===== src/riscv_settings.svh =====
`ifndef RISCV_SETTINGS_SVH
`define RISCV_SETTINGS_SVH

// datapath widths
`define DATA_WIDTH      32
`define REG_ADDR_WIDTH  5
`define REG_COUNT       32   // x0 included
`define PC_WIDTH        16   // byte address into instruction memory

// on-chip memories, word organized
`define IMEM_DEPTH      256
`define DMEM_DEPTH      256
`define MEM_IDX_WIDTH   8    // word index into either memory

// loader port
`define WB_ADR_WIDTH    10   // top bit picks imem or dmem

`endif


===== src/riscv_isa_pkg.sv =====
`include "riscv_settings.svh"

package riscv_isa_pkg;

    // major opcodes of the supported subset
    typedef enum logic [6:0] {
        OP_R      = 7'b0110011,
        OP_I      = 7'b0010011,
        OP_LOAD   = 7'b0000011,
        OP_STORE  = 7'b0100011,
        OP_BRANCH = 7'b1100011,
        OP_JAL    = 7'b1101111
    } opcode_e;

    typedef enum logic [2:0] {
        ALU_ADD = 3'b000,
        ALU_SUB = 3'b001,
        ALU_AND = 3'b010,
        ALU_OR  = 3'b011,
        ALU_SLT = 3'b101
    } alu_op_e;

    // writeback source
    typedef enum logic [1:0] {
        RES_ALU = 2'b00,
        RES_MEM = 2'b01,
        RES_PC4 = 2'b10   // link value for jal
    } result_src_e;

    // funct3 codes for register and immediate arithmetic
    localparam logic [2:0] F3_ADD_SUB = 3'b000;
    localparam logic [2:0] F3_SLT     = 3'b010;
    localparam logic [2:0] F3_OR      = 3'b110;
    localparam logic [2:0] F3_AND     = 3'b111;

    // all zero means bubble
    typedef struct packed {
        logic        reg_write;
        logic        mem_write;
        logic        mem_read;
        logic        branch;
        logic        jump;
        logic        alu_src;    // 1 selects immediate
        alu_op_e     alu_op;
        result_src_e result_src;
    } ctrl_t;

endpackage


===== src/riscv_pipe_pkg.sv =====
`include "riscv_settings.svh"

package riscv_pipe_pkg;

    typedef enum logic [1:0] {
        FWD_NONE = 2'b00,
        FWD_MEM  = 2'b01,
        FWD_WB   = 2'b10
    } fwd_sel_e;

    typedef struct packed {
        logic                   valid;
        logic [`PC_WIDTH-1:0]   pc;
        logic [`PC_WIDTH-1:0]   pc_plus4;
        logic [`DATA_WIDTH-1:0] instr;
    } if_id_t;

    typedef struct packed {
        riscv_isa_pkg::ctrl_t       ctrl;
        logic [`PC_WIDTH-1:0]       pc;
        logic [`PC_WIDTH-1:0]       pc_plus4;
        logic [`DATA_WIDTH-1:0]     rs1_val;
        logic [`DATA_WIDTH-1:0]     rs2_val;
        logic [`REG_ADDR_WIDTH-1:0] rs1;
        logic [`REG_ADDR_WIDTH-1:0] rs2;
        logic [`REG_ADDR_WIDTH-1:0] rd;
        logic [`DATA_WIDTH-1:0]     imm;
    } id_ex_t;

    typedef struct packed {
        riscv_isa_pkg::ctrl_t       ctrl;
        logic [`DATA_WIDTH-1:0]     alu_result;
        logic [`DATA_WIDTH-1:0]     write_data;   // store data after forwarding
        logic [`REG_ADDR_WIDTH-1:0] rd;
        logic [`PC_WIDTH-1:0]       pc_plus4;
    } ex_mem_t;

    typedef struct packed {
        logic                       reg_write;
        riscv_isa_pkg::result_src_e result_src;
        logic [`DATA_WIDTH-1:0]     alu_result;
        logic [`DATA_WIDTH-1:0]     read_data;
        logic [`REG_ADDR_WIDTH-1:0] rd;
        logic [`PC_WIDTH-1:0]       pc_plus4;
    } mem_wb_t;

    // core to data memory, no handshake
    typedef struct packed {
        logic                       we;
        logic [`MEM_IDX_WIDTH-1:0]  addr;   // word index
        logic [`DATA_WIDTH-1:0]     wdata;
    } dmem_req_t;

    typedef struct packed {
        logic                     cyc;
        logic                     stb;
        logic                     we;
        logic [`WB_ADR_WIDTH-1:0] adr;
        logic [`DATA_WIDTH-1:0]   dat;
    } wb_req_t;

    typedef struct packed {
        logic                   ack;
        logic [`DATA_WIDTH-1:0] dat;
    } wb_rsp_t;

endpackage


===== src/riscv_decoder.sv =====
`timescale 1ns/100ps
`include "riscv_settings.svh"

module riscv_decoder import riscv_isa_pkg::*; (
    input  logic [`DATA_WIDTH-1:0]     instr_i,
    output ctrl_t                      ctrl_o,
    output logic [`DATA_WIDTH-1:0]     imm_o,
    output logic [`REG_ADDR_WIDTH-1:0] rs1_o,
    output logic [`REG_ADDR_WIDTH-1:0] rs2_o,
    output logic [`REG_ADDR_WIDTH-1:0] rd_o
);

    opcode_e    opcode;
    logic [2:0] funct3;
    logic       funct7_b5;   // instr bit 30
    alu_op_e    arith_op;

    assign opcode    = opcode_e'(instr_i[6:0]);
    assign funct3    = instr_i[14:12];
    assign funct7_b5 = instr_i[30];
    assign rs1_o     = instr_i[19:15];
    assign rs2_o     = instr_i[24:20];
    assign rd_o      = instr_i[11:7];

    // common to R and I arithmetic
    always_comb begin
        case (funct3)
            F3_SLT:  arith_op = ALU_SLT;
            F3_OR:   arith_op = ALU_OR;
            F3_AND:  arith_op = ALU_AND;
            default: arith_op = ALU_ADD;
        endcase
    end

    always_comb begin
        ctrl_o = '0;
        imm_o  = '0;
        case (opcode)
            OP_R: begin
                ctrl_o.reg_write = 1'b1;
                ctrl_o.alu_op    = (funct3 == F3_ADD_SUB && funct7_b5) ? ALU_SUB : arith_op;
            end
            OP_I: begin
                ctrl_o.reg_write = 1'b1;
                ctrl_o.alu_src   = 1'b1;
                ctrl_o.alu_op    = arith_op;
                imm_o = {{20{instr_i[31]}}, instr_i[31:20]};
            end
            OP_LOAD: begin
                ctrl_o.reg_write  = 1'b1;
                ctrl_o.mem_read   = 1'b1;
                ctrl_o.alu_src    = 1'b1;
                ctrl_o.result_src = RES_MEM;
                imm_o = {{20{instr_i[31]}}, instr_i[31:20]};
            end
            OP_STORE: begin
                ctrl_o.mem_write = 1'b1;
                ctrl_o.alu_src   = 1'b1;
                imm_o = {{20{instr_i[31]}}, instr_i[31:25], instr_i[11:7]};
            end
            OP_BRANCH: begin
                ctrl_o.branch = 1'b1;
                ctrl_o.alu_op = ALU_SUB;   // zero flag gives equality
                imm_o = {{19{instr_i[31]}}, instr_i[31], instr_i[7],
                         instr_i[30:25], instr_i[11:8], 1'b0};
            end
            OP_JAL: begin
                ctrl_o.reg_write  = 1'b1;
                ctrl_o.jump       = 1'b1;
                ctrl_o.result_src = RES_PC4;
                imm_o = {{11{instr_i[31]}}, instr_i[31], instr_i[19:12],
                         instr_i[20], instr_i[30:21], 1'b0};
            end
            default: ;   // unsupported, acts as bubble
        endcase
    end

endmodule


===== src/riscv_reg_file.sv =====
`timescale 1ns/100ps
`include "riscv_settings.svh"

module riscv_reg_file (
    input  logic                       clk_i,
    input  logic                       arst_n_i,
    input  logic [`REG_ADDR_WIDTH-1:0] ra1_i,
    input  logic [`REG_ADDR_WIDTH-1:0] ra2_i,
    input  logic [`REG_ADDR_WIDTH-1:0] wa_i,
    input  logic                       we_i,
    input  logic [`DATA_WIDTH-1:0]     wd_i,
    output logic [`DATA_WIDTH-1:0]     rd1_o,
    output logic [`DATA_WIDTH-1:0]     rd2_o
);

    logic [`DATA_WIDTH-1:0] regs [`REG_COUNT];   // entry 0 never written

    // x0 reads zero, same-cycle write passes straight through
    function automatic logic [`DATA_WIDTH-1:0] read_reg(input logic [`REG_ADDR_WIDTH-1:0] ra);
        if (ra == '0) return '0;
        if (we_i && ra == wa_i) return wd_i;
        return regs[ra];
    endfunction

    always_ff @(posedge clk_i or negedge arst_n_i) begin
        if (!arst_n_i) begin
            for (int i = 0; i < `REG_COUNT; i++) regs[i] <= '0;
        end else if (we_i && wa_i != '0) begin
            regs[wa_i] <= wd_i;
        end
    end

    always_comb begin
        rd1_o = read_reg(ra1_i);
        rd2_o = read_reg(ra2_i);
    end

endmodule


===== src/riscv_alu.sv =====
`timescale 1ns/100ps
`include "riscv_settings.svh"

module riscv_alu import riscv_isa_pkg::*; (
    input  logic [`DATA_WIDTH-1:0] a_i,
    input  logic [`DATA_WIDTH-1:0] b_i,
    input  alu_op_e                op_i,
    output logic [`DATA_WIDTH-1:0] result_o,
    output logic                   zero_o
);

    logic lt;   // signed compare

    assign lt = $signed(a_i) < $signed(b_i);

    always_comb begin
        case (op_i)
            ALU_ADD: result_o = a_i + b_i;
            ALU_SUB: result_o = a_i - b_i;
            ALU_AND: result_o = a_i & b_i;
            ALU_OR:  result_o = a_i | b_i;
            ALU_SLT: result_o = {{(`DATA_WIDTH-1){1'b0}}, lt};
            default: result_o = '0;
        endcase
    end

    assign zero_o = (result_o == '0);   // beq taken when set

endmodule


===== src/riscv_hazard_unit.sv =====
`timescale 1ns/100ps
`include "riscv_settings.svh"

module riscv_hazard_unit import riscv_pipe_pkg::*; (
    input  logic [`REG_ADDR_WIDTH-1:0] id_rs1_i,
    input  logic [`REG_ADDR_WIDTH-1:0] id_rs2_i,
    input  logic [`REG_ADDR_WIDTH-1:0] ex_rs1_i,
    input  logic [`REG_ADDR_WIDTH-1:0] ex_rs2_i,
    input  logic                       ex_mem_read_i,
    input  logic [`REG_ADDR_WIDTH-1:0] ex_rd_i,
    input  logic [`REG_ADDR_WIDTH-1:0] mem_rd_i,
    input  logic                       mem_reg_write_i,
    input  logic [`REG_ADDR_WIDTH-1:0] wb_rd_i,
    input  logic                       wb_reg_write_i,
    input  logic                       redirect_i,
    output fwd_sel_e                   fwd_a_o,
    output fwd_sel_e                   fwd_b_o,
    output logic                       stall_o,
    output logic                       flush_o
);

    // youngest producer wins, x0 is never a source
    function automatic fwd_sel_e pick(input logic [`REG_ADDR_WIDTH-1:0] rs);
        if (mem_reg_write_i && mem_rd_i != '0 && mem_rd_i == rs) return FWD_MEM;
        if (wb_reg_write_i && wb_rd_i != '0 && wb_rd_i == rs) return FWD_WB;
        return FWD_NONE;
    endfunction

    always_comb begin
        fwd_a_o = pick(ex_rs1_i);
        fwd_b_o = pick(ex_rs2_i);
    end

    // load in execute feeding the instruction in decode
    assign stall_o = ex_mem_read_i && ex_rd_i != '0 &&
                     (ex_rd_i == id_rs1_i || ex_rd_i == id_rs2_i);

    assign flush_o = redirect_i;   // kill the two younger instructions

endmodule


===== src/riscv_core.sv =====
`timescale 1ns/100ps
`include "riscv_settings.svh"

module riscv_core import riscv_isa_pkg::*, riscv_pipe_pkg::*; (
    input  logic                   clk_i,
    input  logic                   arst_n_i,
    input  logic                   run_i,
    output logic [`PC_WIDTH-1:0]   imem_addr_o,
    input  logic [`DATA_WIDTH-1:0] imem_data_i,
    output dmem_req_t              dmem_req_o,
    input  logic [`DATA_WIDTH-1:0] dmem_data_i
);

    logic [`PC_WIDTH-1:0] pc_q;
    logic [`PC_WIDTH-1:0] pc_plus4;
    logic [`PC_WIDTH-1:0] target;
    if_id_t  if_id_q, if_id_d;
    id_ex_t  id_ex_q, id_ex_d;
    ex_mem_t ex_mem_q, ex_mem_d;
    mem_wb_t mem_wb_q, mem_wb_d;

    ctrl_t                      dec_ctrl;
    ctrl_t                      id_ctrl;
    logic [`DATA_WIDTH-1:0]     id_imm, id_rd1, id_rd2;
    logic [`REG_ADDR_WIDTH-1:0] id_rs1, id_rs2, id_rd;

    fwd_sel_e               fwd_a, fwd_b;
    logic [`DATA_WIDTH-1:0] mem_fwd, src_a, rs2_fwd, src_b, alu_result;
    logic                   alu_zero, redirect, stall, flush;
    logic [`DATA_WIDTH-1:0] wb_result;

    function automatic logic [`DATA_WIDTH-1:0] pc_to_word(input logic [`PC_WIDTH-1:0] pc);
        return {{(`DATA_WIDTH-`PC_WIDTH){1'b0}}, pc};
    endfunction

    function automatic logic [`DATA_WIDTH-1:0] fwd_mux(input fwd_sel_e sel,
            input logic [`DATA_WIDTH-1:0] reg_val, mem_val, wb_val);
        case (sel)
            FWD_MEM: return mem_val;
            FWD_WB:  return wb_val;
            default: return reg_val;
        endcase
    endfunction

    // fetch
    assign imem_addr_o = pc_q;
    assign pc_plus4    = pc_q + `PC_WIDTH'(4);
    assign if_id_d     = '{valid: 1'b1, pc: pc_q, pc_plus4: pc_plus4, instr: imem_data_i};

    // decode
    riscv_decoder i_decoder (
        .instr_i (if_id_q.instr),
        .ctrl_o  (dec_ctrl),
        .imm_o   (id_imm),
        .rs1_o   (id_rs1),
        .rs2_o   (id_rs2),
        .rd_o    (id_rd)
    );

    riscv_reg_file i_reg_file (
        .clk_i    (clk_i),
        .arst_n_i (arst_n_i),
        .ra1_i    (id_rs1),
        .ra2_i    (id_rs2),
        .wa_i     (mem_wb_q.rd),
        .we_i     (mem_wb_q.reg_write & run_i),
        .wd_i     (wb_result),
        .rd1_o    (id_rd1),
        .rd2_o    (id_rd2)
    );

    assign id_ctrl = if_id_q.valid ? dec_ctrl : '0;
    assign id_ex_d = '{ctrl: id_ctrl, pc: if_id_q.pc, pc_plus4: if_id_q.pc_plus4,
                       rs1_val: id_rd1, rs2_val: id_rd2, rs1: id_rs1, rs2: id_rs2,
                       rd: id_rd, imm: id_imm};

    // execute
    assign mem_fwd = (ex_mem_q.ctrl.result_src == RES_PC4) ?
                     pc_to_word(ex_mem_q.pc_plus4) : ex_mem_q.alu_result;

    always_comb begin
        src_a   = fwd_mux(fwd_a, id_ex_q.rs1_val, mem_fwd, wb_result);
        rs2_fwd = fwd_mux(fwd_b, id_ex_q.rs2_val, mem_fwd, wb_result);
        src_b   = id_ex_q.ctrl.alu_src ? id_ex_q.imm : rs2_fwd;
    end

    riscv_alu i_alu (
        .a_i      (src_a),
        .b_i      (src_b),
        .op_i     (id_ex_q.ctrl.alu_op),
        .result_o (alu_result),
        .zero_o   (alu_zero)
    );

    assign target   = id_ex_q.pc + id_ex_q.imm[`PC_WIDTH-1:0];
    assign redirect = id_ex_q.ctrl.jump | (id_ex_q.ctrl.branch & alu_zero);
    assign ex_mem_d = '{ctrl: id_ex_q.ctrl, alu_result: alu_result, write_data: rs2_fwd,
                        rd: id_ex_q.rd, pc_plus4: id_ex_q.pc_plus4};

    riscv_hazard_unit i_hazard_unit (
        .id_rs1_i        (id_rs1),
        .id_rs2_i        (id_rs2),
        .ex_rs1_i        (id_ex_q.rs1),
        .ex_rs2_i        (id_ex_q.rs2),
        .ex_mem_read_i   (id_ex_q.ctrl.mem_read),
        .ex_rd_i         (id_ex_q.rd),
        .mem_rd_i        (ex_mem_q.rd),
        .mem_reg_write_i (ex_mem_q.ctrl.reg_write),
        .wb_rd_i         (mem_wb_q.rd),
        .wb_reg_write_i  (mem_wb_q.reg_write),
        .redirect_i      (redirect),
        .fwd_a_o         (fwd_a),
        .fwd_b_o         (fwd_b),
        .stall_o         (stall),
        .flush_o         (flush)
    );

    // memory, store lands on the next edge
    assign dmem_req_o = '{we: ex_mem_q.ctrl.mem_write & run_i,
                          addr: ex_mem_q.alu_result[`MEM_IDX_WIDTH+1:2],
                          wdata: ex_mem_q.write_data};
    assign mem_wb_d   = '{reg_write: ex_mem_q.ctrl.reg_write,
                          result_src: ex_mem_q.ctrl.result_src,
                          alu_result: ex_mem_q.alu_result, read_data: dmem_data_i,
                          rd: ex_mem_q.rd, pc_plus4: ex_mem_q.pc_plus4};

    // writeback
    always_comb begin
        case (mem_wb_q.result_src)
            RES_MEM: wb_result = mem_wb_q.read_data;
            RES_PC4: wb_result = pc_to_word(mem_wb_q.pc_plus4);
            default: wb_result = mem_wb_q.alu_result;
        endcase
    end

    // pc and stage registers, frozen while run_i is low
    always_ff @(posedge clk_i or negedge arst_n_i) begin
        if (!arst_n_i) begin
            pc_q     <= '0;
            if_id_q  <= '0;
            id_ex_q  <= '0;
            ex_mem_q <= '0;
            mem_wb_q <= '0;
        end else if (run_i) begin
            if (redirect) pc_q <= target;
            else if (!stall) pc_q <= pc_plus4;

            if (flush) if_id_q.valid <= 1'b0;   // decode turns it into a bubble
            else if (!stall) if_id_q <= if_id_d;

            id_ex_q  <= (flush || stall) ? '0 : id_ex_d;   // bubble on either
            ex_mem_q <= ex_mem_d;
            mem_wb_q <= mem_wb_d;
        end
    end

endmodule


===== config.mk =====
export PLATFORM = sky130hd
export DESIGN_NAME = riscv_core
export DESIGN_NICKNAME = d
export VERILOG_FILES = /design/src/riscv_isa_pkg.sv /design/src/riscv_pipe_pkg.sv /design/src/riscv_decoder.sv /design/src/riscv_reg_file.sv /design/src/riscv_alu.sv /design/src/riscv_hazard_unit.sv /design/src/riscv_core.sv
export VERILOG_INCLUDE_DIRS = /design/src
export SDC_FILE = /design/constraint.sdc
export NUM_CORES = 2
export LEC_CHECK = 0
export ABC_AREA = 0
export BUFFER_PORTS_ARGS = -buffer_cell sky130_fd_sc_hd__buf_4
export CORE_ASPECT_RATIO = 0.6
export CORE_MARGIN = 4
export CORE_UTILIZATION = 25
export DETAILED_ROUTE_END_ITERATION = 10
export GPL_TIMING_DRIVEN = 0
export PLACE_DENSITY = 0.38
export SYNTH_ARGS = -nofsm -noshare
export SYNTH_HDL_FRONTEND = slang
export SYNTH_SLANG_ARGS = --single-unit

===== constraint.sdc =====
create_clock -name clk_i -period 8.1 [get_ports clk_i]
set_clock_uncertainty 0.2 [all_clocks]
set_input_delay 0.405 -clock clk_i [delete_from_list [all_inputs] [get_ports clk_i]]
set_output_delay 0.405 -clock clk_i [all_outputs]
set_load 0.1 [all_outputs]

# Word-level counts from Yosys, hierarchy flattened
# Index checks and enable logic that the tools add are counted.
# word_totals
ff_bits	1436
latchBits	0
mem_bits_rw	0
mem_bits_ro	0
input_bits	67
n_memories	0
# op_classes
add_sub_neg	4
multipliers	0
div	0
magnitude_cmp	5
eq_ne	29
shifts	0
mux	60
n_bitwise	11
reduce_logical	28
# op_table
op	n
1024-bit bitwise mux	1
32-bit 2-to-1 mux	15
32-bit binary-select mux with 5-bit select	2
32-bit case mux with 2 select lines	3
32-bit demux with 5-bit select	1
32-bit case mux with 5 select lines	1
154-bit 2-to-1 mux	1
32-bit case mux with 4 select lines	1
65-bit 2-to-1 mux	1
5-bit == test	8
32-bit adder	1
32-bit bitwise AND	1
32-bit zero test	1
32-bit < comparator	1
16-bit 2-to-1 mux	2
32-bit bitwise OR	1
32-bit subtractor	1
1-bit 2-to-1 mux	19
6-bit >= comparator, second input constant	3
5-bit inverter with 6-bit output	3
3-bit case mux with 3 select lines	2
16-bit adder	1
16-bit by 3-bit adder with 16-bit output, second input constant	1
2-bit 2-to-1 mux	8
27 further kinds	58

# Depth between registers and ports, before layout
# logic_depth
depth_word	17
mapped_depth	27
mapped_depth_nobuf	23

# Hierarchy
# Synthesis repeated with hierarchy kept, for this count alone.
# unflattened
cells_unflattened	6821
hier_area_um2	81562.0
# modules_own_cells
module	instances	cells_per_inst	area_per_inst_um2
riscv_reg_file	1	3920	55988.7
riscv_core	1	1943	18984.5
riscv_alu	1	818	5524.0
riscv_decoder	1	90	665.6
riscv_hazard_unit	1	50	399.1

# Least setup slack after synthesis
# OpenSTA, ideal clock, no wires.
# synth_timing
path_kind	flip-flop to flip-flop
start	register mem_wb_q[18] (netlist bit)
end	register if_id_q (netlist bit id_ex_d[138])
setup_ns	0.126
arrival_ns	6.372
required_time_ns	7.774
slack_ns	1.402
path_stages_with_launch	24
synth_period_minus_slack_ns	6.698
path_cell_list	dfrtp_1 > clkbuf_1 > xnor2_1 > nand3_1 > nor4_1 > clkbuf_1 > clkbuf_1 > mux2i_1 > mux2i_1 > mux2i_1 > ha_1 > nor2b_1 > o211ai_1 > a2111oi_2 > nor3_2 > o41ai_2 > a221oi_2 > o22ai_1 > mux2_2 > a211oi_2 > a31oi_2 > buf_6 > buf_6 > mux2_4
# synth_between
elab_chain_len	17
elab_cells_between_ends	34
classes_between	2 x add/sub; 1 x order compare; 6 x eq/ne; 14 x mux; 5 x bitwise; 6 x reduce/logical
# synth_rtl
element	line_no	source
from (decl)	riscv_core.sv:20	mem_wb_t mem_wb_q, mem_wb_d;
from (signal assigned)	riscv_core.sv:153	mem_wb_q <= mem_wb_d;
5-bit nonzero test	riscv_hazard_unit.sv:25	if (wb_reg_write_i && wb_rd_i != '0 && wb_rd_i == rs) return FWD_WB;
1-bit logical AND (2 in series)	riscv_hazard_unit.sv:25	
1-bit 2-to-1 mux (2 in series)	riscv_hazard_unit.sv:25	
2-bit 2-to-1 mux	riscv_hazard_unit.sv:26	return FWD_NONE;
2-bit 2-to-1 mux	riscv_hazard_unit.sv:25	
2-bit == test or 2-bit by 1-bit == test with 1-bit output (tied branches)	riscv_core.sv:38	case (sel)
32-bit case mux with 2 select lines	riscv_core.sv:38	
32-bit 2-to-1 mux	riscv_core.sv:84	src_b = id_ex_q.ctrl.alu_src ? id_ex_q.imm : rs2_fwd;
32-bit subtractor, or another cell as far along	riscv_alu.sv:19	ALU_SUB: result_o = a_i - b_i;
32-bit case mux with 5 select lines (*)	riscv_alu.sv:17	case (op_i)
32-bit zero test (*)	riscv_alu.sv:27	assign zero_o = (result_o == '0);
1-bit bitwise AND (*)	riscv_core.sv:96	assign redirect = id_ex_q.ctrl.jump | (id_ex_q.ctrl.branch & alu_zero);
1-bit bitwise OR (*)	riscv_core.sv:96	
1-bit inverter (no source line) (*)	--	
3-bit AND reduction (no source line) (*)	--	
to (signal assigned)	riscv_core.sv:149	else if (!stall) if_id_q <= if_id_d;
to (decl)	riscv_core.sv:17	if_id_t if_id_q, if_id_d;
# Mark *: on every way between the ends. The rest lies on a longest branch, timed or not. The select of a mux whose other input is x is not followed.
# A chain may end at the register's enable or synchronous reset.

# Worst setup path in the final report
# layout_timing
start	register ex_mem_q[17] (netlist bit)
end	register id_ex_q[60] (netlist bit)
# layout_between
elab_chain_len	15
elab_cells_between_ends	28
classes_between	2 x add/sub; 1 x order compare; 6 x eq/ne; 9 x mux; 4 x bitwise; 6 x reduce/logical
# layout_rtl
element	line_no	source
from (decl)	riscv_core.sv:19	ex_mem_t ex_mem_q, ex_mem_d;
from (signal assigned)	riscv_core.sv:152	ex_mem_q <= ex_mem_d;
5-bit nonzero test	riscv_hazard_unit.sv:24	if (mem_reg_write_i && mem_rd_i != '0 && mem_rd_i == rs) return FWD_MEM;
1-bit logical AND (2 in series)	riscv_hazard_unit.sv:24	
1-bit 2-to-1 mux	riscv_hazard_unit.sv:24	
2-bit 2-to-1 mux	riscv_hazard_unit.sv:25	
2-bit == test or 2-bit by 1-bit == test with 1-bit output (tied branches)	riscv_core.sv:38	
32-bit case mux with 2 select lines	riscv_core.sv:38	
32-bit 2-to-1 mux	riscv_core.sv:84	
32-bit subtractor, or another cell as far along	riscv_alu.sv:19	
32-bit case mux with 5 select lines (*)	riscv_alu.sv:17	
32-bit zero test (*)	riscv_alu.sv:27	
1-bit bitwise AND (*)	riscv_core.sv:96	
1-bit bitwise OR (*)	riscv_core.sv:96	
1-bit logical OR (*)	riscv_core.sv:151	id_ex_q <= (flush || stall) ? '0 : id_ex_d;
154-bit 2-to-1 mux (*)	riscv_core.sv:151	
to (signal assigned)	riscv_core.sv:151	
to (decl)	riscv_core.sv:18	id_ex_t id_ex_q, id_ex_d;
# Mark *: on every way between the ends. The rest lies on a longest branch, timed or not.

==> summary by stage <==
Run status
The flow ran to the end, but the final reports show violations. The checks that failed: capacitance limit, slew limit.

Finish
In the final design database the tool counted 7718 nets. The number of filler cells placed in the layout is 31600. Leaving out fill and tap cells, the most frequent cells in the layout are dfrtp_1 (1420), nand2_1 (1175), o21ai_0 (1148), clkbuf_1 (497), mux4_2 (495). The most common library cell in the layout ignoring fill and taps is dfrtp_1. The area growth from synthesis to layout is 17.8%. Of the cells placed in the final design, the portion with a size suffix greater than 1 is 0.198.

Synthesis
The Yosys step of the flow raised 0 warnings. After synthesis, the cell types taking the most area are dfrtp_1 (46%), mux4_2 (15%), o21ai_0 (7.5%), nand2_1 (5.8%), mux2_2 (3.4%). For this run, asynchronously set or reset flops after synthesis account for 1.00. The mean instance size in the synthesized netlist is 10.8 sq um. The cell area after technology mapping is approximately 77000 sq um. The fraction of synthesized cell area taken by the top area cell type is 0.464. Among all flip-flop cells after synthesis, the most frequent one is dfrtp_1. The number of nets produced by synthesis is 7315. The share of the Yosys chip area taken by registers is 0.464. The number of synthesized register bits is 1420.

Counting distinct cell types in the post-synthesis netlist gives 95. The synthesized design contains 0 enable-type register cells. dfrtp_1 takes more of the synthesized area than any other cell. The number of standard cells after synthesis is 7131.

Setup path
The maximum net fanout on the critical path is 10. STA classifies the critical path startpoint as a flip-flop. The terminus of the critical flop-to-flop path is id_ex_q[60]. In this design, the stage delay of the slowest critical-path cell is a little under 0.7 ns. The standard cell with the maximum stage delay on the critical path is clkbuf_1. Broken down by cell family, the worst path's largest delay share belongs to compound AO/OA/AOI/OAI gates. For the worst setup path, the data arrival time is between 8 and 9 ns. The worst setup path is captured at a flip-flop. Traced cell by cell, the critical path runs through or4_1 -> o21ai_0 -> nor4_2 -> buf_4 -> clkbuf_1 -> a21oi_1 -> mux2_2 -> ha_1 -> buf_2 -> nor2_1 -> nand3_1 -> a311oi_1 -> nor3_1 -> a31oi_1 -> a2111oi_0 -> a311oi_2 -> nand4_1 -> nor4_4 -> buf_8 -> a31oi_2 -> buf_6 -> o31ai_2 -> buf_4 -> o2bb2ai_1.

The worst reg2reg path depth is 24. The worst setup path is of the flip-flop to flip-flop kind. Together, buffers and inverters on the worst path number 6. The minimum setup slack among reg-to-reg paths is 0.15 ns.

The most prevalent standard cell on the critical path is buf_4. The required time of the critical path is ~8.6 ns. The startpoint identified for the worst register-to-register timing path is ex_mem_q[17]. The timing startpoint of the critical path is ex_mem_q[17].

Clock tree
The total number of clock tree sinks is 1420. The clock-pin transition on the worst setup and hold timing paths is 0.07 ns. The clock network latency to the later pin of the worst-skew pair is 0.86 ns. The CTS root buffer is clkbuf_16. The maximum level of the CTS H-tree is 4. The number of clock buffers added by TritonCTS is 160.

No sink is reached through more buffers than the 4 on the longest clock path. TritonCTS built the clock tree.

Global route
For this run, the total global-route usage over all layers was measured as 0.257. Entering global routing, the biggest net connects 163 pins. The number of antenna violations at the first check in global routing is 36. The remaining global-route overflow is 0. The number of global-route vias before repair came to 62900.

The global-route wire length before repair is between 500000 and 600000 microns.

Floorplanning
The number of placement rows is ~160. The y dimension of the die is 437 microns. The boundary pin count is 124. In this run the horizontal extent of the chip is 723 microns. The starting density of the core is 0.251.

After floorplanning, the core was sized to cover 305000 sq um. The die covers 316000 sq um.

Routing
The detail route stage leaves a number of antenna-violating nets equal to 0. In this run the top signal layer used is met5. Across all layers, the routed design uses between 60000 and 70000 vias.

The detailed router put a total of 205000 microns of wire on met1. The amount of wire on met2 after detailed routing is between 100000 and 150000 microns. The via density per instance is 5.65. The routed design uses 59500 microns of met3 wire. After detailed routing, the number of remaining DRC violations is 0. The first TritonRoute pass finished after 6 iterations.

Summed over all layers, the routed wires come to 415000 microns. The violation count after the first detailed-route iteration is 9364. The final routed wire length divided by cell count is 35.4 microns.

Timing
Of the available clock period, the critical path in the final layout requires 0.981. The final number of hold-violating endpoints is 0. The final-report max-slew violation count is roughly 150. At the pin with the least slew margin, the transition time is 1.66 ns. Hold is met by a little under 0.02 ns. The minimum clock period after layout is 7.95 ns.

The total setup violations reported at the end of the flow is 0. The worst setup slack after layout is approximately 0.15 ns. For this run, the top clock speed supported by timing is 126 MHz.

The relative max-transition margin is -0.109.

Placement
Buffers placed on the I/O ports in this run total 122. The final weighted congestion in routability-driven placement is 0.953. The pre-CTS setup slack is -2.48 ns. Once detailed placement completed, the half-perimeter wirelength came to 328000 microns.

Worst hold path
The type of the most critical hold path is input port to async pin.

Power and ir drop
The leakage power is 37.2 nW. The maximum ir drop on the vdd rail is between 150 and 200 uV. In this run the power density over the cells is 226 nW/um^2.

Flow run
The tool flagged a number of max-cap violations equal to 16.
state kept, by name, summed over array words and instances, names as in the netlist, 29 cells and up:
| signal | count |
|---|---|
| ex_mem_d | 29 |
| dmem_req_o | 40 |
| ex_mem_q | 49 |
| if_id_q | 33 |
| id_ex_q | 111 |
| mem_wb_q | 88 |
| i_reg_file.regs | 1024 |
| id_ex_d | 30 |
cell families (layout without fill, tap and decap cells):
| group | Yosys count | in the layout | share of synthesized area |
|---|---|---|---|
| AOI/OAI and AO/OA | 1970 | 1970 | 0.153 |
| and+or+nand+nor | 1693 | 1693 | 0.0916 |
| DFF | 1420 | 1420 | 0.464 |
| muxes | 1010 | 1010 | 0.219 |
| buffers and inverters | 843 | 1358 | 0.0446 |
| adders and majority gates | 117 | 117 | 0.0194 |
| xor gates and xnor gates | 78 | 78 | 0.00891 |
| other | 0 | 19 | 0 |
worst reg2reg max path, delay by kind of cell, from the launching register on:
kind	cells	cell delay, ns
compound gates	9	2.41
buf+inv	6	2.03
simple gates	7	1.87
flops	1	0.53
fa+ha+maj	1	0.41
mux	1	0.39
final cells by class:
class                      count  area (sq um)  share of cell area
clock inverter                44           484             0.00536
sequential                  1420         35500               0.394
antenna                       19          47.5            0.000527
inverter                     117           439             0.00486
buffer                       721          3180              0.0353
timing repair buffer         246          2660              0.0294
tap                         4054          5070              0.0562
clock buffer                 230          4740              0.0525
multi-input combinational   4868         38100               0.422
synthesized netlist by cell type (all sizes together) (7+ instances only):
cell type	n
dfrtp	1420
nand2	1176
o21ai	1166
clkbuf	561
mux4	495
mux2	269
mux2i	246
nor2	223
a21oi	214
buf	165
inv	117
ha	114
nand3	88
o2bb2ai	82
o22ai	64
a221oi	58
a211oi	57
a22o	52
xnor2	52
nand2b	38
nor3	37
nor2b	36
o21a	36
o211ai	31
xor2	26
a22oi	25
o221ai	25
and3	20
a21o	19
o21bai	17
a211o	16
o31ai	15
a2111oi	14
a31oi	14
nor4	14
nand4	13
or3	11
o311ai	8
a311oi	7
a32oi	7
or2	7
power by group:
part | total [W] | switching [W] | leakage [nW] | internal [W]
registers | 0.00796 | 0.000439 | 19.3 | 0.00752
logic | 0.00473 | 0.00338 | 15.4 | 0.00135
clock network | 0.00771 | 0.00337 | 2.58 | 0.00435
timing repair:
| item | 4_1_cts | 5_1_grt |
|---|---|---|
| hold endpoints to repair | 236 | 0 |
| pin swaps | 7 | 8 |
| setup endpoints to repair | 220 | 219 |
| resized for setup | 67 | 62 |
| buffers inserted | 6 | 8 |
| hold buffers | 65 | 0 |
worst max-delay path by stage:
| stage | endpoint | depth (start not counted) |
|---|---|---|
| after CTS | id_ex_q[83] | 24 |
| final | id_ex_q[60] | 24 |
| after floorplan | id_ex_d[138] | 23 |
| after detailed placement | id_ex_q[17] | 24 |
| after global placement | i_reg_file.regs[648] | 1 |
| after global routing | id_ex_q[64] | 26 |
per-stage QoR:
| step | setup TNS (ns) | util | cells | area [sq um] | total power (W) |
|---|---|---|---|---|---|
| floorplan | 0 | - | 7131 | 76700 | 0.0103 |
| global placement | - | 0.271 | 11300 | 82600 | 0.0125 |
| global route | -0.0360 | 0.296 | 11700 | 90200 | 0.0210 |
| detailed placement | -468.28 | 0.275 | 11400 | 83800 | 0.0126 |
| CTS | 0 | 0.295 | 11700 | 90000 | 0.0203 |
| finish | 0 | 0.296 | 11700 | 90300 | 0.0204 |
routing by layer:
metal | GRT usage | vias up
li1 | - | 26800
met1 | 0.412 | 35300
met2 | 0.295 | 3696
met3 | 0.123 | 444
met4 | 0.0501 | 20
met5 | 0 | -
(Power assumes the default switching activity.)
